<file path="src/verilog/ethMiiPkg.sv">
package ethMiiPkg;

  // Nibble values seen on MRxD ahead of the frame data
  localparam logic [3:0] PreambleNibble = 4'h5;
  localparam logic [3:0] SfdNibble      = 4'hd;

  // CRC-32 generator polynomial, MSB-first register form
  localparam logic [31:0] CrcPoly    = 32'h04c11db7;
  localparam logic [31:0] CrcPreset  = 32'hffffffff;
  localparam logic [31:0] CrcResidue = 32'hc704dd7b;  // Register value after a good FCS

  // Inter-frame gap, in MRxClk cycles
  localparam int          IfgCntWidth = 5;
  localparam logic [IfgCntWidth-1:0] IfgCycles = 5'd24;

  // Byte counter and maximum frame length
  localparam int ByteCntWidth = 16;

endpackage

</file>
<file path="src/verilog/ethBufPkg.sv">
package ethBufPkg;
  import ethMiiPkg::*;

  // One data byte as stored in the data FIFO
  typedef struct packed {
    logic [7:0] Data;
    logic       Last;      // Final byte of the frame
  } rxDataWord;

  // One word per frame in the status FIFO
  typedef struct packed {
    logic [ByteCntWidth-1:0] Length;  // Bytes written, FCS included
    logic                    CrcErr;
    logic                    TooLong; // Cut at MaxFL
  } rxStatusWord;

  localparam int DataFifoDepth   = 2048;
  localparam int StatusFifoDepth = 8;

endpackage

</file>
<file path="src/verilog/ethRxByteAssembler.sv">
module ethRxByteAssembler import ethMiiPkg::*, ethBufPkg::*;
(
  input  logic                    MRxClk,
  input  logic                    Reset,
  input  logic [3:0]              MRxD,
  input  logic [1:0]              StateData,
  input  logic                    FrameEnd,
  input  logic                    ByteCntMaxFrame,
  input  logic [ByteCntWidth-1:0] ByteCnt,
  input  logic                    CrcErr,
  output logic                    DataWrite,
  output rxDataWord               DataWord,
  output logic                    StatusWrite,
  output rxStatusWord             StatusWord
);

  logic [3:0] lowNibble;
  logic [7:0] heldByte;
  logic       heldValid;   // heldByte waits for its Last decision

  always_ff @(posedge MRxClk or posedge Reset)
  begin
    if (Reset)
    begin
      heldValid   <= 1'b0;
      DataWrite   <= 1'b0;
      StatusWrite <= 1'b0;
    end
    else
    begin
      DataWrite   <= heldValid & (FrameEnd | StateData[1]);
      StatusWrite <= heldValid & FrameEnd;    // Same cycle as the Last byte
      if (FrameEnd)
        heldValid <= 1'b0;
      else if (StateData[1])
        heldValid <= 1'b1;
    end
  end

  always_ff @(posedge MRxClk)
  begin
    if (StateData[0])
      lowNibble <= MRxD;
    if (StateData[1] && !FrameEnd)
      heldByte <= {MRxD, lowNibble};          // High nibble completes the byte
    DataWord.Data      <= heldByte;
    DataWord.Last      <= FrameEnd;
    StatusWord.Length  <= ByteCnt;
    StatusWord.CrcErr  <= CrcErr;
    StatusWord.TooLong <= ByteCntMaxFrame;
  end

endmodule

</file>
<file path="config.mk">
export PLATFORM = sky130hd
export DESIGN_NAME = ethRxByteAssembler
export DESIGN_NICKNAME = d
export VERILOG_FILES = /design/src/verilog/ethMiiPkg.sv /design/src/verilog/ethBufPkg.sv /design/src/verilog/ethRxByteAssembler.sv
export SDC_FILE = /design/constraint.sdc
export NUM_CORES = 1
export LEC_CHECK = 0
export ABC_CLOCK_PERIOD_IN_PS = 800
export BUFFER_PORTS_ARGS = -buffer_cell sky130_fd_sc_hd__buf_2
export CAP_MARGIN = 0
export CELL_PAD_IN_SITES_DETAIL_PLACEMENT = 2
export CELL_PAD_IN_SITES_GLOBAL_PLACEMENT = 2
export CORE_ASPECT_RATIO = 1.2
export CORE_MARGIN = 2
export CORE_UTILIZATION = 24
export CTS_CLUSTER_DIAMETER = 120
export DETAILED_ROUTE_END_ITERATION = 7
export PLACE_DENSITY_LB_ADDON = 0.1
export SETUP_SLACK_MARGIN = 0.02
export SYNTH_ARGS = -nofsm -noshare
export SYNTH_HDL_FRONTEND = slang
export SYNTH_SLANG_ARGS = --single-unit
export TNS_END_PERCENT = 50
</file>
<file path="constraint.sdc">
create_clock -name MRxClk -period 0.8 [get_ports MRxClk]
set_clock_uncertainty 0.05 [all_clocks]
set_input_delay 0.04 -clock MRxClk [delete_from_list [all_inputs] [get_ports MRxClk]]
set_output_delay 0.04 -clock MRxClk [all_outputs]
set_load 0.02 [all_outputs]
</file>
# Yosys cells after proc, flatten, opt, wreduce, memory -nomap -nowiden
# Cells that the tools add are included.
# totals
mem_count	0
ramBits	0
elab_cells	18
output_inout_bits	29
ff_bits	42
mem_bits_ro	0
latchBits	0
# classes
mul	0
n_reduce_logical	3
n_lt_le_gt_ge	0
div_mod_pow	0
addsub	0
n_shift	0
muxes	2
n_eq_ne	0
bitwise_logic	3
# ops
cell	n
$and 1x1->1	2
$mux 1	2
$reduce_bool 2->1	1
$logic_and 1x1->1	1
$logic_not 1->1	1
$or 1x1->1	1

# Longest topological paths before layout
# logic_depth
word_depth	2
mapped_depth	1

# Least setup slack after synthesis
# Ideal clock, no wire load.
# synth_path
path_type	input to register
startpoint	input port StateData[1]
endpoint	register heldByte[0], enable pin
n_path_buf	0
setup_slack_ps	-83
cell_stages	1
arrival_time_ps	460
required_ps	377
path_cell_list	nor2b_1
# synth_via
elab_chain_cells	1
# synth_rtl
element	line	source
from (decl)	ethRxByteAssembler.sv:6	input logic [1:0] StateData,
$logic_and 1x1->1	ethRxByteAssembler.sv:44	if (StateData[1] && !FrameEnd)
to (signal assigned)	ethRxByteAssembler.sv:45	heldByte <= {MRxD, lowNibble};
to (decl)	ethRxByteAssembler.sv:18	logic [7:0] heldByte;
# Every way passes these cells.
# A chain may end at the register's enable or synchronous reset.

# Worst setup path in the final report
# layout_path
startpoint	register DataWrite
endpoint	output port DataWrite
# layout_lines
element	line	source
from (decl)	ethRxByteAssembler.sv:11	output logic DataWrite,
from (signal assigned)	ethRxByteAssembler.sv:31	DataWrite <= heldValid & (FrameEnd | StateData[1]);
# No word-level cell between the ends.

==> impl_metrics.yaml <==
finish:
  final_nets: 164
  drive_gt1_frac: 0.6667
  syn2layout_area_growth_pct: 93.19
  filler_cell_count: 400
  diodes: 0
  layoutNonFillerInstCount: 192
timing:
  maxClockFrequency_mhz: 1146
  relSlewSlack: 0.9214
  hold_slack_ns: 0.07193
  worst_pin_slew_ns: 0.1178
  maxSlewViolCount: 0
  worst_slack_ns: -0.07274
  min_period_ns: 0.8727
  finalHoldViolCount: 0
  grt_setup_unrepaired: "true"
  finalSetupViolCount: 29
  period_share: 1.091
setup_path:
  crit_chain: "buf_6"
  crit_slowest_cell: "dfrtp_1"
  cpPeakStageDelay_ns: 0.38
  critical_path.endpoint_type: "output pin"
  path_buf_inv: 1
  crit_fanout: 1
  worstPathRequired_ns: 0.71
  arrival_ns: 0.78
  critPathTopFamily: "flip-flops"
  critPathKind: "flop to output pin"
  cp-start-kind: "flop"
global_route:
  grt_pass1_vias: 819
  grtUsageTotal: 0.1218
  grt_overflow_total: 0
  grt_max_degree: 13
  grt_pass1_wl_um: 4209
  grt_antenna_before_repair: 0
synth:
  synth_adder_area_share: 0
  yosys.area.top_type_share: 0.5347
  synth_ff_type: "dfxtp_1"
  syn_inst: 47
  synth_edf_count: 12
  synth_nets: 74
  yosysMostFrequentCell: "dfxtp_1"
  synth_seq_area_share: 0.9653
  synth-simple-area-share: 0.01361
  synth_common_cells: "27 x dfxtp_1, 12 x edfxtp_1, 3 x dfrtp_1"
  avgSynthCellArea_um2: 21.51
  netlist-cell-type-count: 8
  ys_ff_latch: 42
  synth-async-reset-ratio: 0.07143
  ys_top_cells_by_area: "dfxtp_1 53%, edfxtp_1 36%, dfrtp_1 7.4%"
  syn-cell-area_um2: 1011
  synth_top_family_by_area: "compound AO/OA/AOI/OAI gates"
  synth-compound-area-share: 0.01733
  muxShareOfSynthArea: 0
  ys.warnings.count: 0
  synth_top_cell_by_area: "dfxtp_1"
  synth-xor-area-share: 0
die:
  start_util: 0.2525
  die_y_um: 75.10
  core_um2: 4004
  pin_count: 56
  die_w_um: 63.25
  die-area_um2: 4749
  std_cell_rows: 25
detailed_routing:
  final_antenna_net_count: 0
  drt-total-wl_um: 2663
  vias: 712
  vias_per_cell: 3.708
  drt-initial-drc-count: 9
  wl_per_cell_um: 13.87
  drc: 0
  dr.pass1.iters: 2
placement:
  dp.cells: 158
  gp_congestion: 0.6155
  hpwl_um: 1599
  io_buffers: 55
cts:
  clock_path_buffers: 2
  cts.sinks: 42
  cts_tree: "yes"
  clk_pin_slew_ns: 0.07
  insertion_delay_ns: 0.28
  cts-root-buf: "clkbuf_8"
  htree_num_levels: 2
  tritoncts.num_buffers: 5
job:
  maxCapViolations: 0
min_path:
  min_path_type: "input port to flop"
power_and_ir_drop:
  ir_drop_mv: 1.173
  power_mw: 4.424
  p_per_area_nw_per_um2: 2265
  p_leak_nw: 0.8520
outcome:
  outcome: "complete, but fails checks"
  failed_checks: "setup timing"
==> through the flow <==
stage / worst slack [ns] / util / instance area, um^2 / setup TNS, ns
floorplan: 0.08675 / - / 1013 / 0
global placement: 0.02305 / 0.3425 / 1371 / 0
detailed placement: 0.01229 / 0.3425 / 1371 / 0
CTS: -0.09610 / 0.4878 / 1953 / -0.9675
global route: -0.1185 / 0.4878 / 1953 / -1.562
finish: -0.07274 / 0.4878 / 1953 / -0.5121
==> final cells by class <==
class,instances,area (um^2),area share
clock buffers,7,76.32,0.03908
clock inverters,1,30.03,0.01537
inverters,1,3.754,0.001922
multi-input cells,4,33.78,0.01730
flip-flops and latches,42,1010,0.5170
well taps,54,67.56,0.03459
repair buffers,83,732.0,0.3748
==> where the power goes <==
group / internal [mW] / switching [mW] / total (mW)
clock network: 0.933 / 0.643 / 1.58
logic: 0.282 / 0.190 / 0.472
registers: 2.33 / 0.0495 / 2.38
==> path summary, 6_finish.rpt <==
kind / start / to / slack (ns) / cells after the start
min in group asynchronous: Reset / DataWrite / 0.12 / 3
worst min register to register: heldByte[3] / DataWord[4] / 0.29 / 0
worst max register to register: heldValid / heldValid / 0.07 / 1
max in group asynchronous: Reset / StatusWrite / 0.45 / 3
worst max-delay path: DataWrite / DataWrite / -0.07 / 1
worst min-delay path: FrameEnd / DataWrite / 0.07 / 3
==> layout by cell type (no fill, tap or decap) <==
cell type | Yosys | final
and2_2 | 1 | 1
dlygate4sd3_1 | 0 | 26
dfxtp_2 | 0 | 27
dfrtp_1 | 3 | 3
inv_1 | 1 | 1
nor2b_2 | 0 | 1
clkbuf_1 | 0 | 2
clkbuf_8 | 0 | 5
buf_6 | 0 | 29
edfxtp_1 | 12 | 12
o21ba_1 | 1 | 1
buf_2 | 0 | 26
o21a_1 | 1 | 1
bufinv_16 | 0 | 1
buf_4 | 0 | 2
==> flip-flops by register name (all words and copies together) (netlist names) <==
signal       count
StatusWrite      1
heldValid        1
lowNibble        4
StatusWord      18
DataWord         9
DataWrite        1
heldByte         8
==> kinds of logic (layout without fill, tap and decap cells) <==
group,Yosys count,after routing
and+or+nand+nor,2,2
buffers and inverters,1,92
DFF,42,42
AOI/OAI and AO/OA,2,2
==> layer usage <==
layer | share of wire | GRT usage | up-vias
met3 | 0.13 | 0.07025 | 2
li1 | - | - | 333
met1 | 0.42 | 0.1414 | 322
met5 | 0 | 0 | -
met4 | 0.0041 | 0.04348 | 0
met2 | 0.44 | 0.1903 | 55
==> timing repair <==
action                                 in CTS  in global routing
setup buffers                               0                  0
setup endpoints to repair                  29                 29
hold buffers                               26                  0
endpoints found under the hold margin      36                  0
resized for setup                          85                  0
==> worst min-delay path: stages <==
cell and delay [ns]:
buf_2 0.10, buf_4 0.11, o21a_1 0.12
(Power assumes the default switching activity.)
