### src/verilog/ethRxFifo.sv
module ethRxFifo #(
  parameter type WordType = logic [7:0],
  parameter int  Depth    = 16            // Power of two
)
(
  input  logic    MRxClk,
  input  logic    Reset,
  input  logic    Write,
  input  WordType WriteWord,
  input  logic    Read,
  output WordType ReadWord,
  output logic    Empty
);

  // One extra pointer bit tells a full buffer from an empty one
  logic [$clog2(Depth):0] wrPtr;
  logic [$clog2(Depth):0] rdPtr;

  WordType mem [Depth];

  always_ff @(posedge MRxClk or posedge Reset)
  begin
    if (Reset)
    begin
      wrPtr <= '0;
      rdPtr <= '0;
    end
    else
    begin
      if (Write)
        wrPtr <= wrPtr + 1'b1;
      if (Read)
        rdPtr <= rdPtr + 1'b1;
    end
  end

  always_ff @(posedge MRxClk)
  begin
    if (Write)
      mem[wrPtr[$clog2(Depth)-1:0]] <= WriteWord;
  end

  // Head word is always on the output
  assign ReadWord = mem[rdPtr[$clog2(Depth)-1:0]];
  assign Empty    = wrPtr == rdPtr;

endmodule

### config.mk
export PLATFORM = sky130hd
export DESIGN_NAME = ethRxFifo
export DESIGN_NICKNAME = d
export VERILOG_FILES = /design/src/verilog/ethRxFifo.sv
export SDC_FILE = /design/constraint.sdc
export NUM_CORES = 1
export LEC_CHECK = 0
export ABC_AREA = 1
export BUFFER_PORTS_ARGS = -buffer_cell sky130_fd_sc_hd__buf_2
export CAP_MARGIN = 25
export CORE_ASPECT_RATIO = 0.5
export CORE_MARGIN = 4
export CORE_UTILIZATION = 62
export CTS_CLUSTER_DIAMETER = 150
export DETAILED_ROUTE_END_ITERATION = 8
export PLACE_DENSITY = 0.87
export SLEW_MARGIN = 20
export SYNTH_ARGS = -nofsm -noshare
export SYNTH_HDL_FRONTEND = slang
export SYNTH_SLANG_ARGS = --single-unit
### constraint.sdc
create_clock -name MRxClk -period 2.2 [get_ports MRxClk]
set_input_delay 0.55 -clock MRxClk [delete_from_list [all_inputs] [get_ports MRxClk]]
set_output_delay 0.55 -clock MRxClk [all_outputs]
set_load 0.01 [all_outputs]
### After elaboration in Yosys (flattened, before gate mapping)

Memory sizes are Yosys's and may differ from the RTL's.
Index checks and enable logic that the tools add are counted.

* bits in latches: 0
* word-level logic and storage cells: 8
* memories: 1
* bits in writable memories: 128
* ROM bits: 0
* output and inout bits: 9
* register bits: 10

* bitwise gates (word level): 0
* multiplexer cells: 2
* $lt $le $gt $ge: 0
* divide/modulo/power cells: 0
* shift-type cells: 0
* multiply operators: 0
* reduce and logical (&&, ||, !) cells: 0
* add/subtract/negate cells: 2
* eq/ne operators: 1

Memory list
* mem: words 16, width 8, rd ports 1, clocked after memory_dff 0, write ports 1, RTL line 19 `WordType mem [Depth];`

Operator list (count)
* adder 5 x 1 -> 5 bit (second input constant): 2
* equality test 5 bit: 1
* two-way mux 1 bit: 2

### Longest topological paths before layout

Gate-level depths: netlist of the first run.

* depth after elaboration: 2
* depth in mapped cells: 10
* mapped depth without buffers: 8

### Worst setup path after synthesis of the first run

OpenSTA, ideal clock, no wires.

* path kind: register to output
* from: reg rdPtr[0]
* to: out Empty
* slack: 463 ps
* cell stages (with the launch flop): 7
* path buffers: 3
* data arrival time: 1187 ps
* cell sequence: dfrtp_1 -> buf_6 -> buf_6 -> buf_6 -> xnor2_2 -> nand2_1 -> nor4_2

* cells in the longest elaborated chain, start to end: 1

Ends and longest elaborated chain
* from (decl): RTL line 17 `logic [$clog2(Depth):0] rdPtr;`
* from (signal assigned): RTL line 33 `rdPtr <= rdPtr + 1'b1;`
* equality test 5 bit: RTL line 45 `assign Empty = wrPtr == rdPtr;`
* to (decl): RTL line 12 `output logic Empty`

No other way between the ends.

==> flow_summary.ini, run 1 <==
[status]
status = finished, violations left
violations = negative setup slack

[clocking]
cts_max_level = 4
cts_root_buf = clkbuf_16
clock_sinks = 138
cts_max_path_buffers = 2
insertion_delay_ps = 430
clkTransAtPathRegs_ps = 70
cts_tree = yes
numCtsBuffers = 17
cts_hold_buf = 0

[grt]
grt_busiest_layer = met2
grt_overflow_total = 0
grt_max_degree = 47
grt_pass1_wl_um = 24630
antenna_found_initial = 1
grt_pass1_vias = 4618
met2_usage_pct = 44.95
grt_use_met1_pct = 35.55
use_met3_pct = 7.013
grt_usage_pct = 28.04

[sta]
setup_viol = 9
holdWs_ps = 90.74
tightest_slew_ps = 443.7
slew_viol_final = 0
layout_min_cycle_time_ps = 2593
hold_viol_final = 0
rsz0062_at_grt = yes
fin_skew_ps = 11.95
max_slew_margin_pct = 70.42
setup_slack_ps = -393.4
fmax_mhz = 385.6
finalCritPeriodShare_pct = 117.9

[synthesis]
syn-num-nets = 644
synth_cell_types = 21
synth_top_area_cell = edfxtp_1
ys_seq_area_share_pct = 65.52
synth_cells = 626
synth_seq_cells = 138
synth.top_cell.area_share_pct = 61.51
ys_warn_count = 0
netlist_area_um2 = 6248
yosys-top-cells-area = edfxtp_1, nand2_1, inv_1
syn_avg_cell_area_um2 = 9.982

[worst_setup_path]
start_kind = flop
r2r-end = mem[6][7]
r2r_start = wrPtr[0]
worstSetupPathType = reg2out
endpoint_kind = primary output
cp.arrival_ps = 2040
critPathMaxFanout = 11
rrSetupSlack_ps = 460
reg2reg_depth = 5
cp_data_required_time_ps = 1650

[floorplan]
die_area_um2 = 11850
core-area_um2 = 9634
num_io_pins = 21
start_util_pct = 64.86
die_h_um = 78.99
std_cell_rows = 25
die_w_um = 150.0

[layout]
mostFrequentLayoutCell = nand2_1
fin_cells = 834
finalInstanceArea_um2 = 7858
layout_common_cells = nand2_1, edfxtp_1, inv_1
area_delta_synth_final_pct = 25.75
fin_nets = 704
drive_above_1_share_pct = 28.04
diodes = 0
final_core_util_pct = 81.56

[routing]
drc = 0
routed_wl_um = 21750
drt-pass1-iter-count = 6
first_iter_violations = 1205
via_per_inst = 6.502
wire_per_inst_um = 26.08
ant_nets = 0
num_vias = 5423

[placement]
place.gp.congestion = 0.9155
port-buffer-count = 20
dp.cells = 782
placed_area_um2 = 6580
hpwlAfterDp_um = 8705

[pwr]
total_power_mw = 11.61
power.leakage_nw = 3.560
peakVddDrop_v = 0.0009113
powerDensity_nw_per_um2 = 1477

[job]
max-cap-violations = 0

[worst_hold_path]
min_path_type = in2async
==> critical path, cell delays in order, from the launching register on <==
cell and delay [ps]:
dfrtp_4 500, buf_12 170, clkbuf_16 170, nand2_1 120, nand3_1 150, nand3_2 110
nand3_2 120, nand2_4 140, buf_6 110
==> cells in the mapped netlist, drive strengths merged <==
master and number:
nand3 80, xnor2 2, ha 6, nor2 20, nand4 2, nor4 1
buf 23, clkbuf 1, edfxtp 128, inv 127, o21ai 2, clkinv 5
dfrtp 10, nand2 210, xor2 9
==> layout make-up <==
| type | count | area [um^2] |
|---|---|---|
| repair buffers | 62 | 678.2 |
| multi-input cells | 332 | 1841 |
| fillers | 403 | 1777 |
| well taps | 135 | 168.9 |
| repair inverters | 3 | 41.29 |
| inverters | 132 | 511.7 |
| clock inverters | 12 | 82.58 |
| clock buffers | 20 | 436.7 |
| flip-flops and latches | 138 | 4098 |
==> state kept, by name, summed over array words and instances, names as in the netlist <==
| signal | count |
|---|---|
| wrPtr | 5 |
| mem | 128 |
| rdPtr | 5 |
==> logic make-up after synthesis <==
group | Yosys count | share of synthesized area, %
AO/OA/AOI/OAI | 2 | 0.1602
XOR/XNOR | 11 | 1.662
adder cells (fa/ha/maj) | 6 | 1.201
buffers and inverters | 156 | 10.79
flip-flops | 138 | 65.52
AND/OR/NAND/NOR | 313 | 20.66
==> worst max path at each step <==
stage	start	to	slack, ps	depth (start not counted)
floorplan	rdPtr[0]	Empty	460	6
global placement	rdPtr[0]	ReadWord[2]	240	10
detailed placement	rdPtr[0]	ReadWord[4]	150	9
CTS	rdPtr[0]	ReadWord[1]	-230	7
global route	rdPtr[0]	ReadWord[1]	-460	11
finish	rdPtr[0]	ReadWord[1]	-390	8
==> per-layer routing <==
metal / part of all wire [%] / vias up
met3: 18 / 230
met5: 0.064 / -
met2: 42 / 675
met4: 8.9 / 2
met1: 31 / 2430
li1: - / 2086
==> what timing repair did <==
action,4_1_cts,5_1_grt
gates cloned,1,12
setup endpoints to repair,9,9
pin swaps,0,31
buffers inserted,3,4
gates resized for setup,6,123
==> report_power, final <==
part	switching, mW	internal, mW	total (mW)
clock	1.14	1.52	2.66
sequential	0.256	3.22	3.47
combinational	3.52	1.96	5.47
==> per-stage QoR <==
step	setup TNS, ps	worst slack [ps]
after global routing	-3366	-459.3
after detailed placement	0	147.5
after CTS	-1737	-229.0
final	-2899	-393.4
after floorplan	0	462.7
after global placement	0	237.1
Power figures use the tool's default switching activity.
==> run 2: changes to the inputs <==
--- a/config.mk
+++ b/config.mk
@@ -14,6 +14,7 @@
 export CTS_CLUSTER_DIAMETER = 150
 export DETAILED_ROUTE_END_ITERATION = 8
 export PLACE_DENSITY = 0.87
+export SETUP_SLACK_MARGIN = 0.2
 export SLEW_MARGIN = 20
 export SYNTH_ARGS = -nofsm -noshare
 export SYNTH_HDL_FRONTEND = slang
==> flow_summary.ini, run 2 (same netlist as run 1, synthesis figures left out) <==
[status]
status = finished, violations left
violations = negative setup slack

[routing]
first_iter_violations = 1217
via_per_inst = 6.488
drt-pass1-iter-count = 7
dr_wl_met2_um = 9117
ant_nets = 0
wl_met1_um = 6840
wire_per_inst_um = 26.08
highest_layer = met5
routed_wl_um = 21750
drc = 0
num_vias = 5411
dr_wl_met3_um = 3806

[floorplan]
die_area_um2 = 11850
die_w_um = 150.0
start_util_pct = 64.86
std_cell_rows = 25
num_io_pins = 21
die_h_um = 78.99
core-area_um2 = 9634

[layout]
final_core_util_pct = 81.56
register_area_um2 = 4098
diodes = 0
fin_nets = 704
fill_cells = 403
mostFrequentLayoutCell = nand2_1
area_delta_synth_final_pct = 25.75
layout_common_cells = nand2_1, edfxtp_1, inv_1
largest_reg_flops = 128
multi_input_area_um2 = 1841
drive_above_1_share_pct = 28.04

[pwr]
total_power_mw = 11.60
powerDensity_nw_per_um2 = 1477
peakVddDrop_v = 0.0009116
power.leakage_nw = 3.560

[sta]
finalCritPeriodShare_pct = 117.9
hold_viol_final = 0
setup_slack_ps = -394.1
fmax_mhz = 385.5
finalSetupTns_ps = -2902
rsz0062_at_grt = yes
setup_viol = 9
layout_min_cycle_time_ps = 2594
fin_skew_ps = 12.36
slew_viol_final = 0
max_slew_margin_pct = 70.35
tightest_slew_ps = 444.8

[placement]
port-buffer-count = 20
place.gp.congestion = 0.9155
hpwlAfterDp_um = 8705
dp_slack_ps = 147.5

[worst_hold_path]
min_path_type = in2async

[clocking]
cts_tree = yes
clock_sinks = 138
numCtsBuffers = 17
clkTransAtPathRegs_ps = 70
cts_max_path_buffers = 2
cts_root_buf = clkbuf_16
cts_max_level = 4
cts_hold_buf = 0
insertion_delay_ps = 430

[worst_setup_path]
start_kind = flop
worstSetupPathType = reg2out
cp_data_required_time_ps = 1650
critPathMaxFanout = 11
rrSetupSlack_ps = 460
endpoint_kind = primary output
cp.arrival_ps = 2040

[grt]
grt_usage_pct = 28.04
grt_pass1_vias = 4618
grt_max_degree = 47
grt_pass1_wl_um = 24630
antenna_found_initial = 1
grt_overflow_total = 0

[job]
max-cap-violations = 0
-- run 2: cell counts in the layout (fill, tap and decap cells not counted) --
No cell type changed its count.
-- run 2: power breakdown --
group          internal, mW  switching (mW)  leakage [nW]  total [mW]
Sequential             3.22           0.253          1.27        3.47
Combinational          1.96            3.51          2.03        5.47
Clock                  1.52            1.13         0.259        2.66
Total                  6.70            4.90          3.56        11.6
-- run 2: area by class of cell --
cell class                      instances  area share, %
Multi-Input combinational cell        332          23.42
Inverter                              132          6.513
Clock inverter                         12          1.051
Timing Repair inverter                  3         0.5255
Sequential cell                       138          52.15
Tap cell                              135          2.150
Clock buffer                           20          5.557
Timing Repair Buffer                   62          8.631
-- run 2: per-layer routing --
layer | global-route usage (%) | up-vias
li1 | - | 2083
met1 | 35.55 | 2442
met2 | 44.95 | 656
met3 | 7.013 | 228
met4 | 15.33 | 2
met5 | 0 | -
-- run 2: critical path: stages (launching register included) --
cell and delay [ps]:
dfrtp_4 500, buf_12 170, clkbuf_16 170, nand2_1 130, nand3_1 150, nand3_2 110
nand3_2 120, nand2_4 140, buf_6 110
-- run 2: path summary, 6_finish.rpt --
| path | startpoint | to | cells after the start |
|---|---|---|---|
| hold reg to reg | wrPtr[4] | wrPtr[4] | 1 |
| setup reg to reg | wrPtr[0] | mem[6][7] | 5 |
| hold / removal | Reset | wrPtr[1] | 2 |
| max in group asynchronous | Reset | rdPtr[0] | 2 |
| setup / recovery | rdPtr[0] | ReadWord[1] | 8 |
| min in group MRxClk | Read | rdPtr[0] | 2 |
-- run 2: timing repair --
item                       in CTS  in global routing
setup endpoints to repair       9                  9
resized for setup               6                123
pin swaps                       0                 31
setup buffers                   3                  4
cloned                          1                 12
hold endpoints to repair        0                  0
-- run 2: stage by stage --
stage,hold slack [ps],std cells,instance area (um^2)
floorplan,390.2,626,6248
global placement,479.4,782,6580
detailed placement,484.5,782,6580
CTS,108.2,818,7159
global route,120.7,834,7858
finish,89.56,834,7858
