===== config.mk =====
export PLATFORM = sky130hd
export DESIGN_NAME = ethRxStateM
export DESIGN_NICKNAME = d
export VERILOG_FILES = /design/src/verilog/ethMiiPkg.sv /design/src/verilog/ethRxStateM.sv
export SDC_FILE = /design/constraint.sdc
export NUM_CORES = 1
export LEC_CHECK = 0
export ABC_AREA = 1
export BUFFER_PORTS_ARGS = -buffer_cell sky130_fd_sc_hd__buf_4
export CAP_MARGIN = 5
export CORE_AREA = 2 2 39 41
export DETAILED_ROUTE_END_ITERATION = 10
export DIE_AREA = 0 0 41 43
export PLACE_DENSITY_LB_ADDON = 0.2
export SYNTH_ARGS = -nofsm -noshare
export SYNTH_HDL_FRONTEND = slang
export SYNTH_SLANG_ARGS = --single-unit

===== constraint.sdc =====
create_clock -name MRxClk -period 1.4 [get_ports MRxClk]
set_clock_uncertainty 0.15 [all_clocks]
set_input_delay 0.07 -clock MRxClk [delete_from_list [all_inputs] [get_ports MRxClk]]
set_output_delay 0.07 -clock MRxClk [all_outputs]
set_load 0.005 [all_outputs]

===== src/verilog/ethMiiPkg.sv =====
package ethMiiPkg;

  // Nibble values seen on MRxD ahead of the frame data
  localparam logic [3:0] PreambleNibble = 4'h5;
  localparam logic [3:0] SfdNibble      = 4'hd;

  // CRC-32 generator polynomial, MSB-first register form
  localparam logic [31:0] CrcPoly    = 32'h04c11db7;
  localparam logic [31:0] CrcPreset  = 32'hffffffff;
  localparam logic [31:0] CrcResidue = 32'hc704dd7b;  // Register value after a good FCS

  // Inter-frame gap, in MRxClk cycles
  localparam int          IfgCntWidth = 5;
  localparam logic [IfgCntWidth-1:0] IfgCycles = 5'd24;

  // Byte counter and maximum frame length
  localparam int ByteCntWidth = 16;

endpackage


===== src/verilog/ethRxStateM.sv =====
module ethRxStateM import ethMiiPkg::*;
(
  input  logic       MRxClk,
  input  logic       Reset,
  input  logic       MRxDV,
  input  logic [3:0] MRxD,
  input  logic       IfgCounterEq24,
  input  logic       ByteCntMaxFrame,
  output logic       StateIdle,
  output logic       StatePreamble,
  output logic       StateSfd,
  output logic [1:0] StateData,
  output logic       StateDrop,
  output logic       SfdSeen,
  output logic       FrameEnd
);

  typedef enum logic [2:0] {sIdle, sPreamble, sSfd, sData0, sData1, sDrop} rxStateT;

  rxStateT state;
  rxStateT nextState;

  always_comb
  begin
    nextState = state;
    case (state)
      sIdle:
        if (MRxDV)
          nextState = (MRxD == PreambleNibble) ? sPreamble : sDrop;
      sPreamble:
        if (!MRxDV)
          nextState = sIdle;
        else
          nextState = (MRxD == PreambleNibble) ? sSfd : sDrop;
      sSfd:
        if (!MRxDV)
          nextState = sIdle;
        else if (MRxD == SfdNibble)
          nextState = IfgCounterEq24 ? sData0 : sDrop;  // Gap too short drops the frame
        else if (MRxD != PreambleNibble)
          nextState = sDrop;
      sData0:
        if (!MRxDV)
          nextState = sIdle;
        else if (ByteCntMaxFrame)
          nextState = sDrop;                            // Rest of a long frame is ignored
        else
          nextState = sData1;
      sData1:
        nextState = MRxDV ? sData0 : sIdle;
      sDrop:
        if (!MRxDV)
          nextState = sIdle;
      default:
        nextState = sIdle;
    endcase
  end

  always_ff @(posedge MRxClk or posedge Reset)
  begin
    if (Reset)
      state <= sIdle;
    else
      state <= nextState;
  end

  assign StateIdle     = state == sIdle;
  assign StatePreamble = state == sPreamble;
  assign StateSfd      = state == sSfd;
  assign StateData     = {state == sData1, state == sData0};  // Low nibble in bit 0
  assign StateDrop     = state == sDrop;

  assign SfdSeen  = StateSfd & MRxDV & (MRxD == SfdNibble);
  assign FrameEnd = StateData[0] & (~MRxDV | ByteCntMaxFrame) | StateData[1] & ~MRxDV;

endmodule


After elaboration in Yosys (flattened, before gate mapping). Cells that the tools add are included.

$mul: 0. Bitwise logic cells: 7. Order comparisons: 0. Eq/ne operators: 11. Muxes and demuxes: 13. Shift-type cells: 0. Divide/modulo/power cells: 0. $add $sub $neg: 0. Reductions and logical operators: 2.

Operators by type and width (number): $mux 3 (10); $pmux 3 s6 (1); $eq 3x2->1 const B (2); $eq 3x3->1 const B (2); $and 1x1->1 (4); $eq 4x3->1 const B (1); $eq 4x4->1 const B (1); $ne 2x2->1 const B (2); $ne 4x2->1 const B (1); $ne 4x3->1 const B (1); $eq 3x1->1 const B (1); $logic_not 3->1 (1); $reduce_and 3->1 (1); $mux 2 (1); $or 1x1->1 (2); $mux 1 (1); $not 1->1 (1).

Bits in latches: 0. Memory bits (read-only): 0. Memories kept: 0. Bits in writable memories: 0. Flip-flop bits (word level): 3.

Logic depth before layout (Yosys ltp). Gate-level depths: netlist of run 1.

Depth after elaboration: 5. Gate-level depth with buffers: 9. Mapped depth without buffers: 9.

Worst setup path after synthesis of run 1. OpenSTA, ideal clock, no wires.

Kind: reg2reg. Start point: reg state[2]. End point: reg state[2]. Stages on the path, launching flop included: 9. Path buffers: 0. Setup slack: 0.187 ns. Arrival: 0.946 ns. Library setup time: 0.116 ns. Path through: dfrtp_1 > inv_2 > nand3_2 > nor2_2 > nand2_1 > nand2_1 > nor2_2 > nand2_1 > nand2_1.

Word-level cells in the longest chain between the ends: 3. Elaborated cells between the ends (all ways): 11. Classes of those cells: 8 x eq/ne; 1 x mux; 2 x reduce/logical.

Ends and longest elaborated chain: start, declared (line ethRxStateM.sv:20) `rxStateT state;`; start signal, assigned (line ethRxStateM.sv:62) `state <= sIdle;`; start signal, assigned (line ethRxStateM.sv:64) `state <= nextState;`; $eq 3x2->1, or another cell as far along (line ethRxStateM.sv:26) `case (state)`; $ne 4x2->1 (no line) / $ne 2x2->1 (equally long branches); $reduce_and 3->1 (no line).

Several ways; a longest one is shown, not always the timed one. A chain may end at the register's enable or synchronous reset.

Worst setup path in the final report of run 1.
Start point: reg state[2]. End point: out StatePreamble.

Word-level cells in the longest chain between the ends: 1.

Ends and longest elaborated chain: $eq 3x1->1 (line ethRxStateM.sv:68) `assign StatePreamble = state == sPreamble;`; end, declared (line ethRxStateM.sv:10) `output logic StatePreamble,`.

No other way between the ends.

==> run_results.csv, run 1 <==
group,metric,value,unit
status,status,"finished with violations",
status,violations,"setup timing",
yosys,synth_area_per_cell,5.501,um2
layout,layout-drive-gt1-share,0.4884,
die,io_pins,17,
layout,multi_input_area,231.5,um2
worst_hold_path,holdPathStages,3,
flow_run,cap_violations,0,
layout,regArea,76.32,um2
timing,tightestPinTransition,264.4,ps
timing,slew_viol_final,0,
route,viasPerCell,4.363,
timing,relSlewSlack,0.8228,
route,wl_per_cell,9.294,um
die,core,1384,um2
die,die_w,41,um
global_route,grt_max_degree,7,
critical_path,critPathMaxFanout,4,
timing,setup_slack,-10.41,ps
critical_path,critPathKind,"reg2out",
worst_hold_path,min_delay_worst_endpoint,"state[1]$_DFFE_PP0P_",
critical_path,r2r-end,"state[2]$_DFFE_PP0P_",
place,dpl_cell_area,459.2,um2
route,dr.pass1.iters,4,
layout,final_cell_count_no_fill,102,
critical_path,cp-start-kind,"flip-flop",
critical_path,critPathArrivalTime,1190,ps
cts,insertion_delay,230,ps
layout,layout.nets,96,
route,drt_wl_total,948,um
timing,final-hold-violation-count,0,
critical_path,crit_required,1180,ps
route,drt_iter0_drc,4,
worst_hold_path,hold_class,"in2reg",
place,post-place-ws,109.3,ps
power,p_leak,0.3322,nW
yosys,synth_nets,67,
critical_path,r2r-start,"state[0]$_DFFE_PP0P_",
die,die-area,1763,um2
critical_path,rr_worst_depth,10,
timing,rsz0062_at_grt,"yes",
cts,htreeDepth,1,
layout,mostFrequentLayoutCell,"buf_4",
timing,fin_crit_sh,1.007,
place,place_inst,90,
yosys,ys_ff_latch,3,
timing,hold_ws,28.98,ps
global_route,grt.total_usage,0.1377,
cts,cts_tree,"yes",
route,wl_met1,357,um
cts,clockRootBuffer,"clkbuf_4",
layout,layout_common_cells,"buf_4 (21), nand2_1 (19), nor2_1 (7), inv_1 (6), inv_2 (6)",
critical_path,endpoint_kind,"primary output",
yosys,yosysWarningCount,0,
die,rows,14,
cts,clk_pin_slew,40,ps
power,power_density,1674,nW/um2
cts,cts_buffer_depth,2,
route,dr_wl_met3,64,um
layout,area_delta_synth_final,83.92,%
layout,largest_register,"state",
layout,largest_register_ff_count,3,
power,irDropWorstVdd,0.5236,mV
critical_path,crit_start,"state[2]$_DFFE_PP0P_",
place,numPortBuffers,16,
timing,clock.fmax,0.7090,GHz
route,num_vias,445,
layout,stdcell_area,586.8,um2
cts,cts_num_sinks,3,
yosys,synth_cell_types,14,
layout,final_core_util,0.4241,
layout,antenna_cells,0,
critical_path,r2r_slack,50,ps
route,drcViolationCount,0,
route,wl_met2,494,um
global_route,first_global_vias,400,
timing,fin_crit,1410,ps
global_route,grt_remaining_overflow,0,
layout,largestRegisters,"state x3",
global_route,grt_antenna_before_repair,0,
worst_hold_path,hp-start,"IfgCounterEq24",
place,place_congestion,0.7113,
yosys,syn_area,319.1,um2
yosys,seq_area_frac_synth,0.2353,
route,final_antenna_net_count,0,
cts,numCtsBuffers,3,
place,dpl.hpwl,716.2,um
global_route,grt_pass1_wl,1.531,mm
route,top_layer_used,"met4",
die,die_h,43,um
timing,setup_viol,3,
layout,fill_cells,146,
die,initial_utilization,0.2306,
yosys,synthCells,58,
-- synth_stat cells, drive strengths merged --
cell     n  share of area
nand3    4          0.078
nor3     2          0.047
inv     12           0.14
a21oi    1          0.016
o21ai    2          0.031
nor2    11           0.15
nand2   22           0.27
dfrtp    3           0.24
o211ai   1          0.024
-- worst max-delay path by stage --
stage	end	slack, ps	cells past startpoint
finish	StatePreamble	-10	3
global route	StatePreamble	-70	4
CTS	SfdSeen	-40	6
detailed placement	state[0]$_DFFE_PP0P_	110	8
global placement	state[2]$_DFFE_PP0P_	100	6
floorplan	state[2]$_DFFE_PP0P_	190	8
-- per-layer routing --
| metal | GRT usage | vias to the layer above |
|---|---|---|
| met4 | 0.1200 | 0 |
| met3 | 0.03141 | 4 |
| li1 | - | 232 |
| met2 | 0.2438 | 19 |
| met5 | 0 | - |
| met1 | 0.1129 | 190 |
-- final cells by class --
cell class	instances	area share
multi-input combinational	43	0.3945
timing repair buffer	24	0.3198
sequential	3	0.1301
inverter	12	0.07676
clock buffer	4	0.04478
tap	16	0.03412
-- timing repair --
action,in CTS,in global routing
endpoints found under the hold margin,5,0
pin swaps,1,2
buffers inserted,4,1
endpoints found under the setup margin,2,8
hold buffers,3,0
gates resized for setup,10,1
-- where the power goes --
group	total [mW]	internal, mW	leakage (nW)	switching (mW)
logic	0.658	0.325	0.281	0.333
clock network	0.152	0.107	0.0150	0.0449
registers	0.173	0.127	0.0365	0.0460
-- critical path, stage by stage (launching register included) --
cell     delay [ps]
dfrtp_1         380
buf_4           160
nor3_2          260
buf_4           170
-- through the flow --
step	TNS [ps]	power, mW
6_report	-21.37	0.9825
3_3_place_gp	0	0.6604
5_1_grt	-308.6	1.085
3_5_place_dp	0	0.6570
2_1_floorplan	0	0.4633
4_1_cts	-63.03	0.9631
-- kinds of logic after synthesis --
| group | after synthesis | share of synthesized area |
|---|---|---|
| buffers and inverters | 12 | 0.1412 |
| and+or+nand+nor | 39 | 0.5529 |
| DFF | 3 | 0.2353 |
| AOI/OAI and AO/OA | 4 | 0.07058 |
Power figures use the tool's default switching activity.
==> run 2: changes to the inputs <==
Settings changed: CELL_PAD_IN_SITES_DETAIL_PLACEMENT from default to 0, CELL_PAD_IN_SITES_GLOBAL_PLACEMENT from default to 1.
Clock period 1.4 ns to 1.75 ns, I/O delays scaled along.
==> run 2 against run 1 <==
- the flow now finishes without violations
- power decreased by 34%
- clock power shrank 20%
- largest cell class unchanged
- hold slack gained 16 ps
- core utilization shrank 5.9 points
- final cell count is 5.9% lower
- register-to-register slack improved by 370 ps
- via count is 11% lower
- sequential power down 18%
- combinational power is 42% lower
- die area is the same
- non-clock buffer count decreased by 6
- sequential cell count did not move
==> run_results.csv, run 2 (same netlist as run 1, synthesis figures left out) <==
group,metric,value,unit
status,status,"finished, final reports clean",
power,p_leak,0.3039,nW
layout,mostFrequentLayoutCell,"nand2_1",
critical_path,critPathKind,"reg2out",
cts,clk_pin_slew,40,ps
power,power_density,1278,nW/um2
layout,layout.nets,90,
layout,antenna_cells,0,
layout,layout-drive-gt1-share,0.3750,
global_route,grt_remaining_overflow,0,
route,drt_iter0_drc,3,
critical_path,path_cells,"inv_2 > nand3_2 > nor2_2 > inv_1 > nor3_1 > buf_4",
critical_path,cp-start-kind,"flip-flop",
flow_run,cap_violations,0,
die,core,1384,um2
power,irDropWorstVdd,0.6900,mV
timing,fin_crit,1565,ps
die,die-area,1763,um2
layout,largest_register_ff_count,3,
critical_path,crit_start,"state[2]$_DFFE_PP0P_",
die,io_pins,17,
critical_path,critPathArrivalTime,1330,ps
place,numPortBuffers,16,
global_route,grt_pass1_wl,1.393,mm
place,dpl.hpwl,674,um
critical_path,cpPeakStageDelay,420,ps
critical_path,critPathMaxFanout,5,
cts,htreeDepth,1,
cts,clockRootBuffer,"clkbuf_4",
timing,rsz0062_at_grt,"no",
route,final_antenna_net_count,0,
timing,hold_ws,45.17,ps
timing,relSlewSlack,0.8390,
global_route,grt.total_usage,0.1187,
layout,area_delta_synth_final,58.43,%
cts,numCtsBuffers,3,
critical_path,endpoint_kind,"primary output",
die,die_w,41,um
timing,tightestPinTransition,240.2,ps
layout,largestRegisters,"state x3",
cts,cts_num_sinks,3,
route,drcViolationCount,0,
layout,stdcell_area,505.5,um2
critical_path,r2r-start,"state[2]$_DFFE_PP0P_",
critical_path,crit_buf_inv,3,
timing,tns,0,ps
layout,layout_common_cells,"nand2_1 (20), buf_4 (16), inv_1 (8), nor2_1 (8), inv_2 (4)",
layout,largest_register,"state",
global_route,grt_antenna_before_repair,0,
cts,cts_buffer_depth,2,
place,place_congestion,0.7275,
route,dr.pass1.iters,2,
route,wl_per_cell,8.510,um
global_route,first_global_vias,354,
critical_path,path_delay_family,"flip-flops",
route,num_vias,397,
place,dpl_cell_area,459.2,um2
worst_hold_path,hp-start,"IfgCounterEq24",
route,drt_wl_total,817,um
global_route,grt_max_degree,7,
timing,fin_crit_sh,0.8940,
critical_path,slowest_stage,"dfrtp_1",
die,initial_utilization,0.2306,
timing,slew_viol_final,0,
die,rows,14,
timing,clock.fmax,0.6392,GHz
route,viasPerCell,4.135,
worst_hold_path,hold_class,"in2reg",
critical_path,crit_required,1510,ps
cts,insertion_delay,230,ps
cts,cts_tree,"yes",
timing,setup_viol,0,
timing,final-hold-violation-count,0,
die,die_h,43,um
run 2: cell count changes in the layout (fill, tap and decap cells not counted), sizes merged:
cell	previous run	this run
dlygate4sd3	3	2
buf	21	16
run 2: worst paths after layout:
| check | depth (start not counted) | endpoint | slack, ps |
|---|---|---|---|
| min | 3 | state[1]$_DFFE_PP0P_ | 50 |
| max | 6 | SfdSeen | 190 |
| min in group asynchronous | 3 | state[2]$_DFFE_PP0P_ | 130 |
| max in group asynchronous | 3 | state[0]$_DFFE_PP0P_ | 1190 |
| min reg2reg | 4 | state[0]$_DFFE_PP0P_ | 570 |
| max reg2reg | 8 | state[2]$_DFFE_PP0P_ | 420 |
run 2: layout make-up:
class	count	area, um2
clock buffer	4	26.28
fill	168	878.3
inverter	12	45.04
multi-input combinational	43	198.9
sequential	3	75.07
tap	16	20.02
timing repair buffer	18	140.1
run 2: worst min-delay path, stage by stage:
cell and delay [ps]:
buf_4 100, nand2_1 70, o211ai_1 110
run 2: stage by stage:
step	setup WS (ps)	power, mW	util	instances
finish	185.5	0.6461	0.3653	96
global route	76.74	0.7213	0.3653	96
CTS	171.3	0.6577	0.3653	96
detailed placement	432.4	0.5251	0.3318	90
global placement	447.7	0.5311	0.3318	90
floorplan	537.3	0.3706	-	58
run 2: repair_timing:
action                     4_1_cts  5_1_grt
setup buffers                    0        0
setup endpoints to repair        0        0
hold endpoints to repair         5        0
gates resized for setup          0        0
hold buffers                     2        0
run 2: per-layer routing:
metal,part of all wire,GRT usage
met5,0,0
met4,0,0.06000
met3,0.054,0.04712
met2,0.47,0.1719
met1,0.47,0.1456
run 2: where the power goes:
| group | leakage [nW] | total, mW | internal [mW] | switching [mW] |
|---|---|---|---|---|
| clock | 0.0150 | 0.122 | 0.0855 | 0.0364 |
| sequential | 0.0381 | 0.142 | 0.100 | 0.0417 |
| combinational | 0.251 | 0.382 | 0.176 | 0.206 |
