==> src/verilog/ethMiiPkg.sv <==
package ethMiiPkg;

  // Nibble values seen on MRxD ahead of the frame data
  localparam logic [3:0] PreambleNibble = 4'h5;
  localparam logic [3:0] SfdNibble      = 4'hd;

  // CRC-32 generator polynomial, MSB-first register form
  localparam logic [31:0] CrcPoly    = 32'h04c11db7;
  localparam logic [31:0] CrcPreset  = 32'hffffffff;
  localparam logic [31:0] CrcResidue = 32'hc704dd7b;  // Register value after a good FCS

  // Inter-frame gap, in MRxClk cycles
  localparam int          IfgCntWidth = 5;
  localparam logic [IfgCntWidth-1:0] IfgCycles = 5'd24;

  // Byte counter and maximum frame length
  localparam int ByteCntWidth = 16;

endpackage

==> src/verilog/ethBufPkg.sv <==
package ethBufPkg;
  import ethMiiPkg::*;

  // One data byte as stored in the data FIFO
  typedef struct packed {
    logic [7:0] Data;
    logic       Last;      // Final byte of the frame
  } rxDataWord;

  // One word per frame in the status FIFO
  typedef struct packed {
    logic [ByteCntWidth-1:0] Length;  // Bytes written, FCS included
    logic                    CrcErr;
    logic                    TooLong; // Cut at MaxFL
  } rxStatusWord;

  localparam int DataFifoDepth   = 2048;
  localparam int StatusFifoDepth = 8;

endpackage

==> src/verilog/ethRxHostReader.sv <==
module ethRxHostReader import ethMiiPkg::*, ethBufPkg::*;
(
  input  logic                    MRxClk,
  input  logic                    Reset,
  input  rxDataWord               DataReadWord,
  input  logic                    DataEmpty,
  input  rxStatusWord             StatusReadWord,
  input  logic                    StatusEmpty,
  input  logic                    HostStall,
  output logic                    DataRead,
  output logic                    StatusRead,
  output logic [7:0]              HostData,
  output logic                    HostValid,
  output logic                    HostFirst,
  output logic                    HostLast,
  output logic [ByteCntWidth-1:0] HostLength,
  output logic                    HostCrcErr,
  output logic                    HostTooLong
);

  logic inFrame;        // Status taken, bytes still to move
  logic firstPending;

  // Nothing moves while the host stalls, so every output holds
  assign StatusRead = ~inFrame & ~StatusEmpty & ~HostStall;
  assign DataRead   = inFrame & ~DataEmpty & ~HostStall;

  always_ff @(posedge MRxClk or posedge Reset)
  begin
    if (Reset)
    begin
      inFrame      <= 1'b0;
      firstPending <= 1'b0;
      HostValid    <= 1'b0;
    end
    else if (!HostStall)
    begin
      HostValid <= DataRead;
      if (StatusRead)
      begin
        inFrame      <= 1'b1;
        firstPending <= 1'b1;
      end
      else if (DataRead)
      begin
        firstPending <= 1'b0;
        if (DataReadWord.Last)
          inFrame <= 1'b0;     // Back to idle after the Last byte
      end
    end
  end

  always_ff @(posedge MRxClk)
  begin
    if (DataRead)
    begin
      HostData  <= DataReadWord.Data;
      HostFirst <= firstPending;
      HostLast  <= DataReadWord.Last;
    end
    if (StatusRead)
    begin
      HostLength  <= StatusReadWord.Length;   // Held for the whole frame
      HostCrcErr  <= StatusReadWord.CrcErr;
      HostTooLong <= StatusReadWord.TooLong;
    end
  end

endmodule

==> config.mk <==
export PLATFORM = sky130hd
export DESIGN_NAME = ethRxHostReader
export DESIGN_NICKNAME = d
export VERILOG_FILES = /design/src/verilog/ethMiiPkg.sv /design/src/verilog/ethBufPkg.sv /design/src/verilog/ethRxHostReader.sv
export SDC_FILE = /design/constraint.sdc
export NUM_CORES = 1
export LEC_CHECK = 0
export ABC_AREA = 1
export ABC_CLOCK_PERIOD_IN_PS = 3400
export BUFFER_PORTS_ARGS = -buffer_cell sky130_fd_sc_hd__buf_2
export CORE_ASPECT_RATIO = 1.2
export CORE_MARGIN = 2
export CORE_UTILIZATION = 43
export CTS_BUF_LIST = sky130_fd_sc_hd__clkbuf_4 sky130_fd_sc_hd__clkbuf_8 sky130_fd_sc_hd__clkbuf_16
export DETAILED_ROUTE_END_ITERATION = 8
export MAX_ROUTING_LAYER = met4
export PLACE_DENSITY = 0.88
export SLEW_MARGIN = 25
export SYNTH_ARGS = -nofsm -noshare
export SYNTH_HDL_FRONTEND = slang
export SYNTH_SLANG_ARGS = --single-unit
==> constraint.sdc <==
create_clock -name MRxClk -period 3.4 [get_ports MRxClk]
set_input_delay 0 -clock MRxClk [delete_from_list [all_inputs] [get_ports MRxClk]]
set_output_delay 0 -clock MRxClk [all_outputs]
set_load 0.01 [all_outputs]
### After elaboration in Yosys (flattened, before gate mapping)

Cells that the tools add are included.

| storage, ports and cells | value |
|---|---|
| word-level logic and storage cells | 26 |
| output and inout port bits | 31 |
| register bits | 31 |

| cells by class | value |
|---|---|
| bitwise operators | 8 |
| reductions and logical operators | 4 |
| mux-type cells | 5 |

Operator list:

| operator | number |
|---|---|
| two-way mux 1 bit | 5 |
| AND 1 bit | 4 |
| NOT 1 bit | 4 |
| nonzero test 2 bit | 2 |
| AND reduction 3 bit | 1 |
| AND reduction 2 bit | 1 |

### Depth between registers and ports, before layout

Gate-level depths: netlist of the first run.

| depth | value |
|---|---|
| depth in word-level cells | 5 |
| depth in mapped cells | 4 |
| mapped depth without buffers | 4 |

### Worst setup path before layout of the first run

Ideal clock, no wire load.

| path | value |
|---|---|
| path type | flip-flop to flip-flop |
| from | reg inFrame |
| to | reg HostCrcErr, enable pin |
| cell stages (with the launch flop) | 4 |
| slack | 2.027 ns |
| period minus slack after synthesis | 1.373 ns |
| setup time | 0.376 ns |
| data arrival time | 0.998 ns |
| required time | 3.024 ns |
| path through | dfrtp_1 -> nor2_1 -> nand2_1 -> inv_1 |

| between the ends | value |
|---|---|
| word-level cells in the longest chain between the ends | 3 |

Ends and longest elaborated chain:

| element | line | source |
|---|---|---|
| start, declared | ethRxHostReader.sv:21 | `logic inFrame;` |
| start signal, assigned | ethRxHostReader.sv:32 | `inFrame <= 1'b0;` |
| start signal, assigned | ethRxHostReader.sv:41 | `inFrame <= 1'b1;` |
| start signal, assigned | ethRxHostReader.sv:48 | `inFrame <= 1'b0;` |
| NOT 1 bit | ethRxHostReader.sv:25 | `assign StatusRead = ~inFrame & ~StatusEmpty & ~HostStall;` |
| AND 1 bit (2 in a row) | ethRxHostReader.sv:25 |  |
| net StatusRead | ethRxHostReader.sv:11 | `output logic StatusRead,` |
| end signal, assigned | ethRxHostReader.sv:64 | `HostCrcErr <= StatusReadWord.CrcErr;` |
| end, declared | ethRxHostReader.sv:17 | `output logic HostCrcErr,` |

The timed path passes the listed nets, and every way through them passes these cells.
A chain may end at the register's enable or synchronous reset.

### Worst setup path after layout of the first run

| path | value |
|---|---|
| from | reg inFrame |
| to | out StatusRead |

| between the ends | value |
|---|---|
| word-level cells in the longest chain between the ends | 3 |

Ends and longest elaborated chain:

| element | line |
|---|---|
| NOT 1 bit | ethRxHostReader.sv:25 |
| AND 1 bit (2 in a row) | ethRxHostReader.sv:25 |
| end, declared | ethRxHostReader.sv:11 |

No other way between the ends.

==> results of run 1 <==
[sequential cells by signal, indices dropped and copies added (netlist names)]
name	flops
HostLength	16
HostData	8
HostCrcErr	1
HostFirst	1
HostLast	1
HostTooLong	1
HostValid	1
firstPending	1
inFrame	1
[critical path, stage by stage, from the launching register on]
cell,delay [ns]
dfrtp_1,0.43
nor2_1,0.13
nand2_1,0.10
inv_1,0.52
buf_2,0.25
[worst paths after layout]
kind,from,endpoint,cells after the start
min in group asynchronous,Reset,inFrame,3
max in group asynchronous,Reset,HostValid,3
max reg2reg,inFrame,HostLength[4],3
min,DataEmpty,inFrame,5
min reg2reg,firstPending,HostFirst,0
max,inFrame,StatusRead,4
[layout make-up]
| type | count | share of cell area (%) |
|---|---|---|
| multi-input cells | 10 | 2.73 |
| flip-flops and latches | 31 | 54.0 |
| repair buffers | 93 | 36.6 |
| clock buffers | 7 | 3.10 |
| well taps | 30 | 2.21 |
| inverters | 5 | 1.11 |
| clock inverters | 1 | 0.295 |
[Yosys cell counts (all sizes together)]
cell type / count
dfrtp: 3
nand2: 7
inv: 5
nand3: 1
nor2: 1
edfxtp: 28
nand4: 1
[power breakdown]
group | internal (uW) | switching, uW
sequential | 473 | 21.7
clock | 96.4 | 123
combinational | 69.6 | 78.3
total | 639 | 223
[cell families after synthesis]
kind of cell,Yosys count,synth area share [%]
buf+inv,5,1.91
simple gates,10,4.72
flops,31,93.4
[per-layer routing]
| metal | GRT usage, % | vias up | wire (um) |
|---|---|---|---|
| met2 | 41.7 | 60 | 1580 |
| met3 | 7.72 | 9 | 275 |
| met1 | 22.1 | 360 | 955 |
| li1 | - | 367 | - |
| met5 | - | - | 0 |
| met4 | 15.4 | 0 | 123 |
[per-stage QoR]
stage / power (uW) / cells / hold slack [ns] / utilization [%] / instance area, um2
6_report: 861 / 177 / 0.0180 / 80.1 / 1700
4_1_cts: 851 / 177 / 0.0186 / 80.1 / 1700
2_1_floorplan: 549 / 46 / -0.246 / - / 981
3_5_place_dp: 613 / 138 / -0.133 / 62.8 / 1330
5_1_grt: 899 / 177 / 0.0394 / 80.1 / 1700
3_3_place_gp: 601 / 138 / -0.135 / 62.8 / 1330
[timing repair]
item,in CTS,in global routing
endpoints found under the hold margin,33,0
hold buffers,31,0
gates resized for setup,0,0
==> impl_metrics.json, run 1 <==
{
  "status": "complete, no violations",
  "final_cell_mix": "62 x buf_2, 31 x dlygate4sd3_1, 28 x edfxtp_1",
  "post_cts_buffers": 0,
  "cap_viol_max_count": 0,
  "min_path_type": "in -> reg",
  "drtIter0Drc": 32,
  "peakVddDrop_uv": 392,
  "required_ns": 3.40,
  "top_level_ports": 63,
  "gp_congestion": 0.753,
  "grt_pass1_vias": 863,
  "insertion_delay_ns": 0.34,
  "path_clk_slew_ns": 0.10,
  "grt_pass1_wl_mm": 4.13,
  "synth_cells": 46,
  "grt_max_degree": 20,
  "grt_use_total_pct": 24.7,
  "tns_ns": 0,
  "drc": 0,
  "place_ws_ns": 1.88,
  "synth_seq_cells": 31,
  "synth_area_leaders": "edfxtp_1 86%, dfrtp_1 7.7%, nand2_1 2.7%",
  "min_period_ns": 1.77,
  "layout_commonest_cell": "buf_2",
  "finalWorstSetupSlack_ns": 1.63,
  "fin_crit_sh_pct": 52.1,
  "rows": 18,
  "finalHoldViolCount": 0,
  "die_h_um": 56.3,
  "vias": 796,
  "leakage_uw": 0.000770,
  "fill_cells": 134,
  "drv_slew": 0,
  "ys_warn_count": 0,
  "worstMarginPinSlew_ns": 0.683,
  "avgSynthCellArea_um2": 21.3,
  "r2r_setup_slack_ns": 1.85,
  "yosysSeqAreaShare_pct": 93.4,
  "fp.dieW_um": 47.6,
  "finalSetupViolCount": 0,
  "setup.worst_path.start_class": "flip-flop",
  "cp_max_fo": 19,
  "worstPathArrival_ns": 1.77,
  "routedWlPerCell_um": 16.6,
  "n_antenna_cell": 0,
  "skew_ns": 0.0140,
  "viasPerCell": 4.50,
  "dr.pass1.iters": 4,
  "routed_wl_mm": 2.94,
  "overflow": 0,
  "yosysUniqueCellTypes": 7,
  "final_nets": 178,
  "synth_nets": 78,
  "synth_top_area_share_pct": 85.7,
  "relSlewSlack_pct": 54.4,
  "syn_area_um2": 981,
  "io_buffers": 62,
  "numCtsBuffers": 5,
  "drive_gt1_share_pct": 48.3,
  "syn2layout_area_growth_pct": 73.0,
  "power.density_mw_per_mm2": 508,
  "path_class": "reg -> out",
  "core_mm2": 0.00212,
  "seqCellArea_um2": 916,
  "initial_core_util_pct": 46.3,
  "cts_tree": "done",
  "cts_root_buffer": "clkbuf_4",
  "cts.htree.levels": 2,
  "ant_nets": 0,
  "rsz0062_at_grt": "no",
  "antenna_found_initial": 0,
  "die_area_mm2": 0.00268,
  "cp-end-kind": "output port",
  "cts_sinks": 31,
  "yosysTopAreaCell": "edfxtp_1",
  "multiInputGateArea_um2": 46.3,
  "max_freq_mhz": 565,
  "cts.path.max_buffers": 2
}
Power figures use the tool's default switching activity.
==> run 2: changes to the inputs <==
- ABC_CLOCK_PERIOD_IN_PS: 3400 -> 1400
- CORE_UTILIZATION: 43 -> 36
- PLACE_DENSITY: 0.88 -> 0.8
- clock period: 3.4 -> 1.4 ns (I/O delays scaled with it)
==> run 2 against run 1 <==
Effect of this change:
- first-iteration DRC count fell by 69%
- cell area rose by 2.4%
- critical path depth fell by 1
- register-to-register slack got worse by 1.7 ns
- power grew 140%
- sequential cell count unchanged
- worst hold slack improved by 0.0043 ns
- non-clock buffer count up 2
- global-route usage fell by 9.2 points
==> impl_metrics.json, run 2 (synthesis results as in run 1) <==
{
  "cts_root_buffer": "clkbuf_4",
  "routedWlPerCell_um": 12.2,
  "largest_register": "HostLength",
  "drive_gt1_share_pct": 50.3,
  "cp-end-kind": "output port",
  "insertion_delay_ns": 0.31,
  "drt-met1-wl_um": 860,
  "drv_slew": 0,
  "tns_ns": 0,
  "layout_commonest_cell": "buf_2",
  "cap_viol_max_count": 0,
  "skew_ns": 0.0161,
  "viasPerCell": 4.22,
  "dpl.hpwl_mm": 1.40,
  "drtIter0Drc": 10,
  "final_nets": 180,
  "worstPathArrival_ns": 1.31,
  "grt_pass1_wl_mm": 3.24,
  "cts.path.max_buffers": 2,
  "syn2layout_area_growth_pct": 77.2,
  "antenna_found_initial": 0,
  "final_cell_mix": "62 x buf_2, 31 x dlygate4sd3_1, 28 x edfxtp_1",
  "relSlewSlack_pct": 85.1,
  "n_antenna_cell": 0,
  "setup.worst_path.start_class": "flip-flop",
  "min_period_ns": 1.31,
  "path_class": "reg -> out",
  "vias": 768,
  "gp_congestion": 0.680,
  "post_cts_buffers": 0,
  "place_ws_ns": 0.240,
  "numCtsBuffers": 5,
  "peakVddDrop_uv": 887,
  "reg_top3": "HostLength x16, HostData x8",
  "min_path_type": "in -> reg",
  "fin_crit_sh_pct": 93.9,
  "top_level_ports": 63,
  "cp_max_fo": 11,
  "top_layer": "met4",
  "dr_wl_met2_mm": 1.11,
  "worstMarginPinSlew_ns": 0.224,
  "finalWorstSetupSlack_ns": 0.0850,
  "status": "complete, no violations",
  "die_h_um": 61.2,
  "finalHoldViolCount": 0,
  "finalSetupViolCount": 0,
  "io_buffers": 62,
  "rsz0062_at_grt": "no",
  "largest_reg_flops": 16,
  "path_clk_slew_ns": 0.09,
  "core_mm2": 0.00255,
  "die_area_mm2": 0.00316,
  "dr.pass1.iters": 4,
  "initial_core_util_pct": 38.4,
  "worst_hold_slack_ns": 0.0224,
  "cts.htree.levels": 2,
  "drc": 0,
  "cts_tree": "done",
  "fill_cells": 201,
  "grt_use_total_pct": 15.5,
  "cts_sinks": 31,
  "grt_max_degree": 15,
  "required_ns": 1.40,
  "overflow": 0,
  "rows": 20,
  "leakage_uw": 0.000775,
  "power.density_mw_per_mm2": 1200,
  "max_freq_mhz": 760,
  "grt_pass1_vias": 754,
  "ant_nets": 0,
  "fp.dieW_um": 51.7,
  "routed-wl-met3_um": 244,
  "routed_wl_mm": 2.23
}
-- run 2: cell count changes in the layout (fill, tap and decap cells not counted), sizes merged --
cell,previous run,this run
inv,5,4
clkinvlp,0,1
buf,62,64
-- run 2: worst paths after layout --
check | startpoint | endpoint | slack, ns | depth (start not counted)
max in group asynchronous | Reset | HostValid | 1.17 | 3
max | inFrame | DataRead | 0.09 | 3
min reg2reg | firstPending | HostFirst | 0.49 | 0
max reg2reg | inFrame | HostValid | 0.11 | 3
min | DataEmpty | inFrame | 0.02 | 5
min in group asynchronous | Reset | inFrame | 0.11 | 3
-- run 2: through the flow --
stage	instance area, um2	std cells	utilization (%)	total power, uW
6_report	1740	182	68.1	2090
5_1_grt	1740	182	68.1	2200
4_1_cts	1730	182	67.9	2100
3_5_place_dp	1360	143	53.3	1510
3_3_place_gp	1360	143	53.3	1490
2_1_floorplan	981	46	-	1330
-- run 2: power breakdown --
group	switching [uW]	internal, uW
clock network	260	262
logic	182	191
registers	49.5	1150
-- run 2: layer usage --
layer | vias up | GRT usage, %
met5 | - | -
met4 | 0 | 6.77
met3 | 2 | 5.10
met2 | 55 | 26.4
met1 | 340 | 16.6
li1 | 371 | -
-- run 2: cell type report --
cell class,count,area (um2),area share (%)
Sequential cell,31,916,52.7
Timing Repair Buffer,95,648,37.3
Clock buffer,7,58.8,3.38
Multi-Input combinational cell,10,46.3,2.66
Tap cell,33,41.3,2.38
Inverter,5,22.5,1.30
Clock inverter,1,5.00,0.288
-- run 2: timing repair --
item / 4_1_cts / 5_1_grt
hold endpoints to repair: 33 / 0
endpoints found under the setup margin: 0 / 2
hold buffers: 31 / 0
gates resized for setup: 0 / 2
-- run 2: critical path, stage by stage (launching register included) --
cell        delay, ns
dfrtp_1          0.43
nand3_2          0.13
clkinvlp_4       0.23
buf_2            0.21
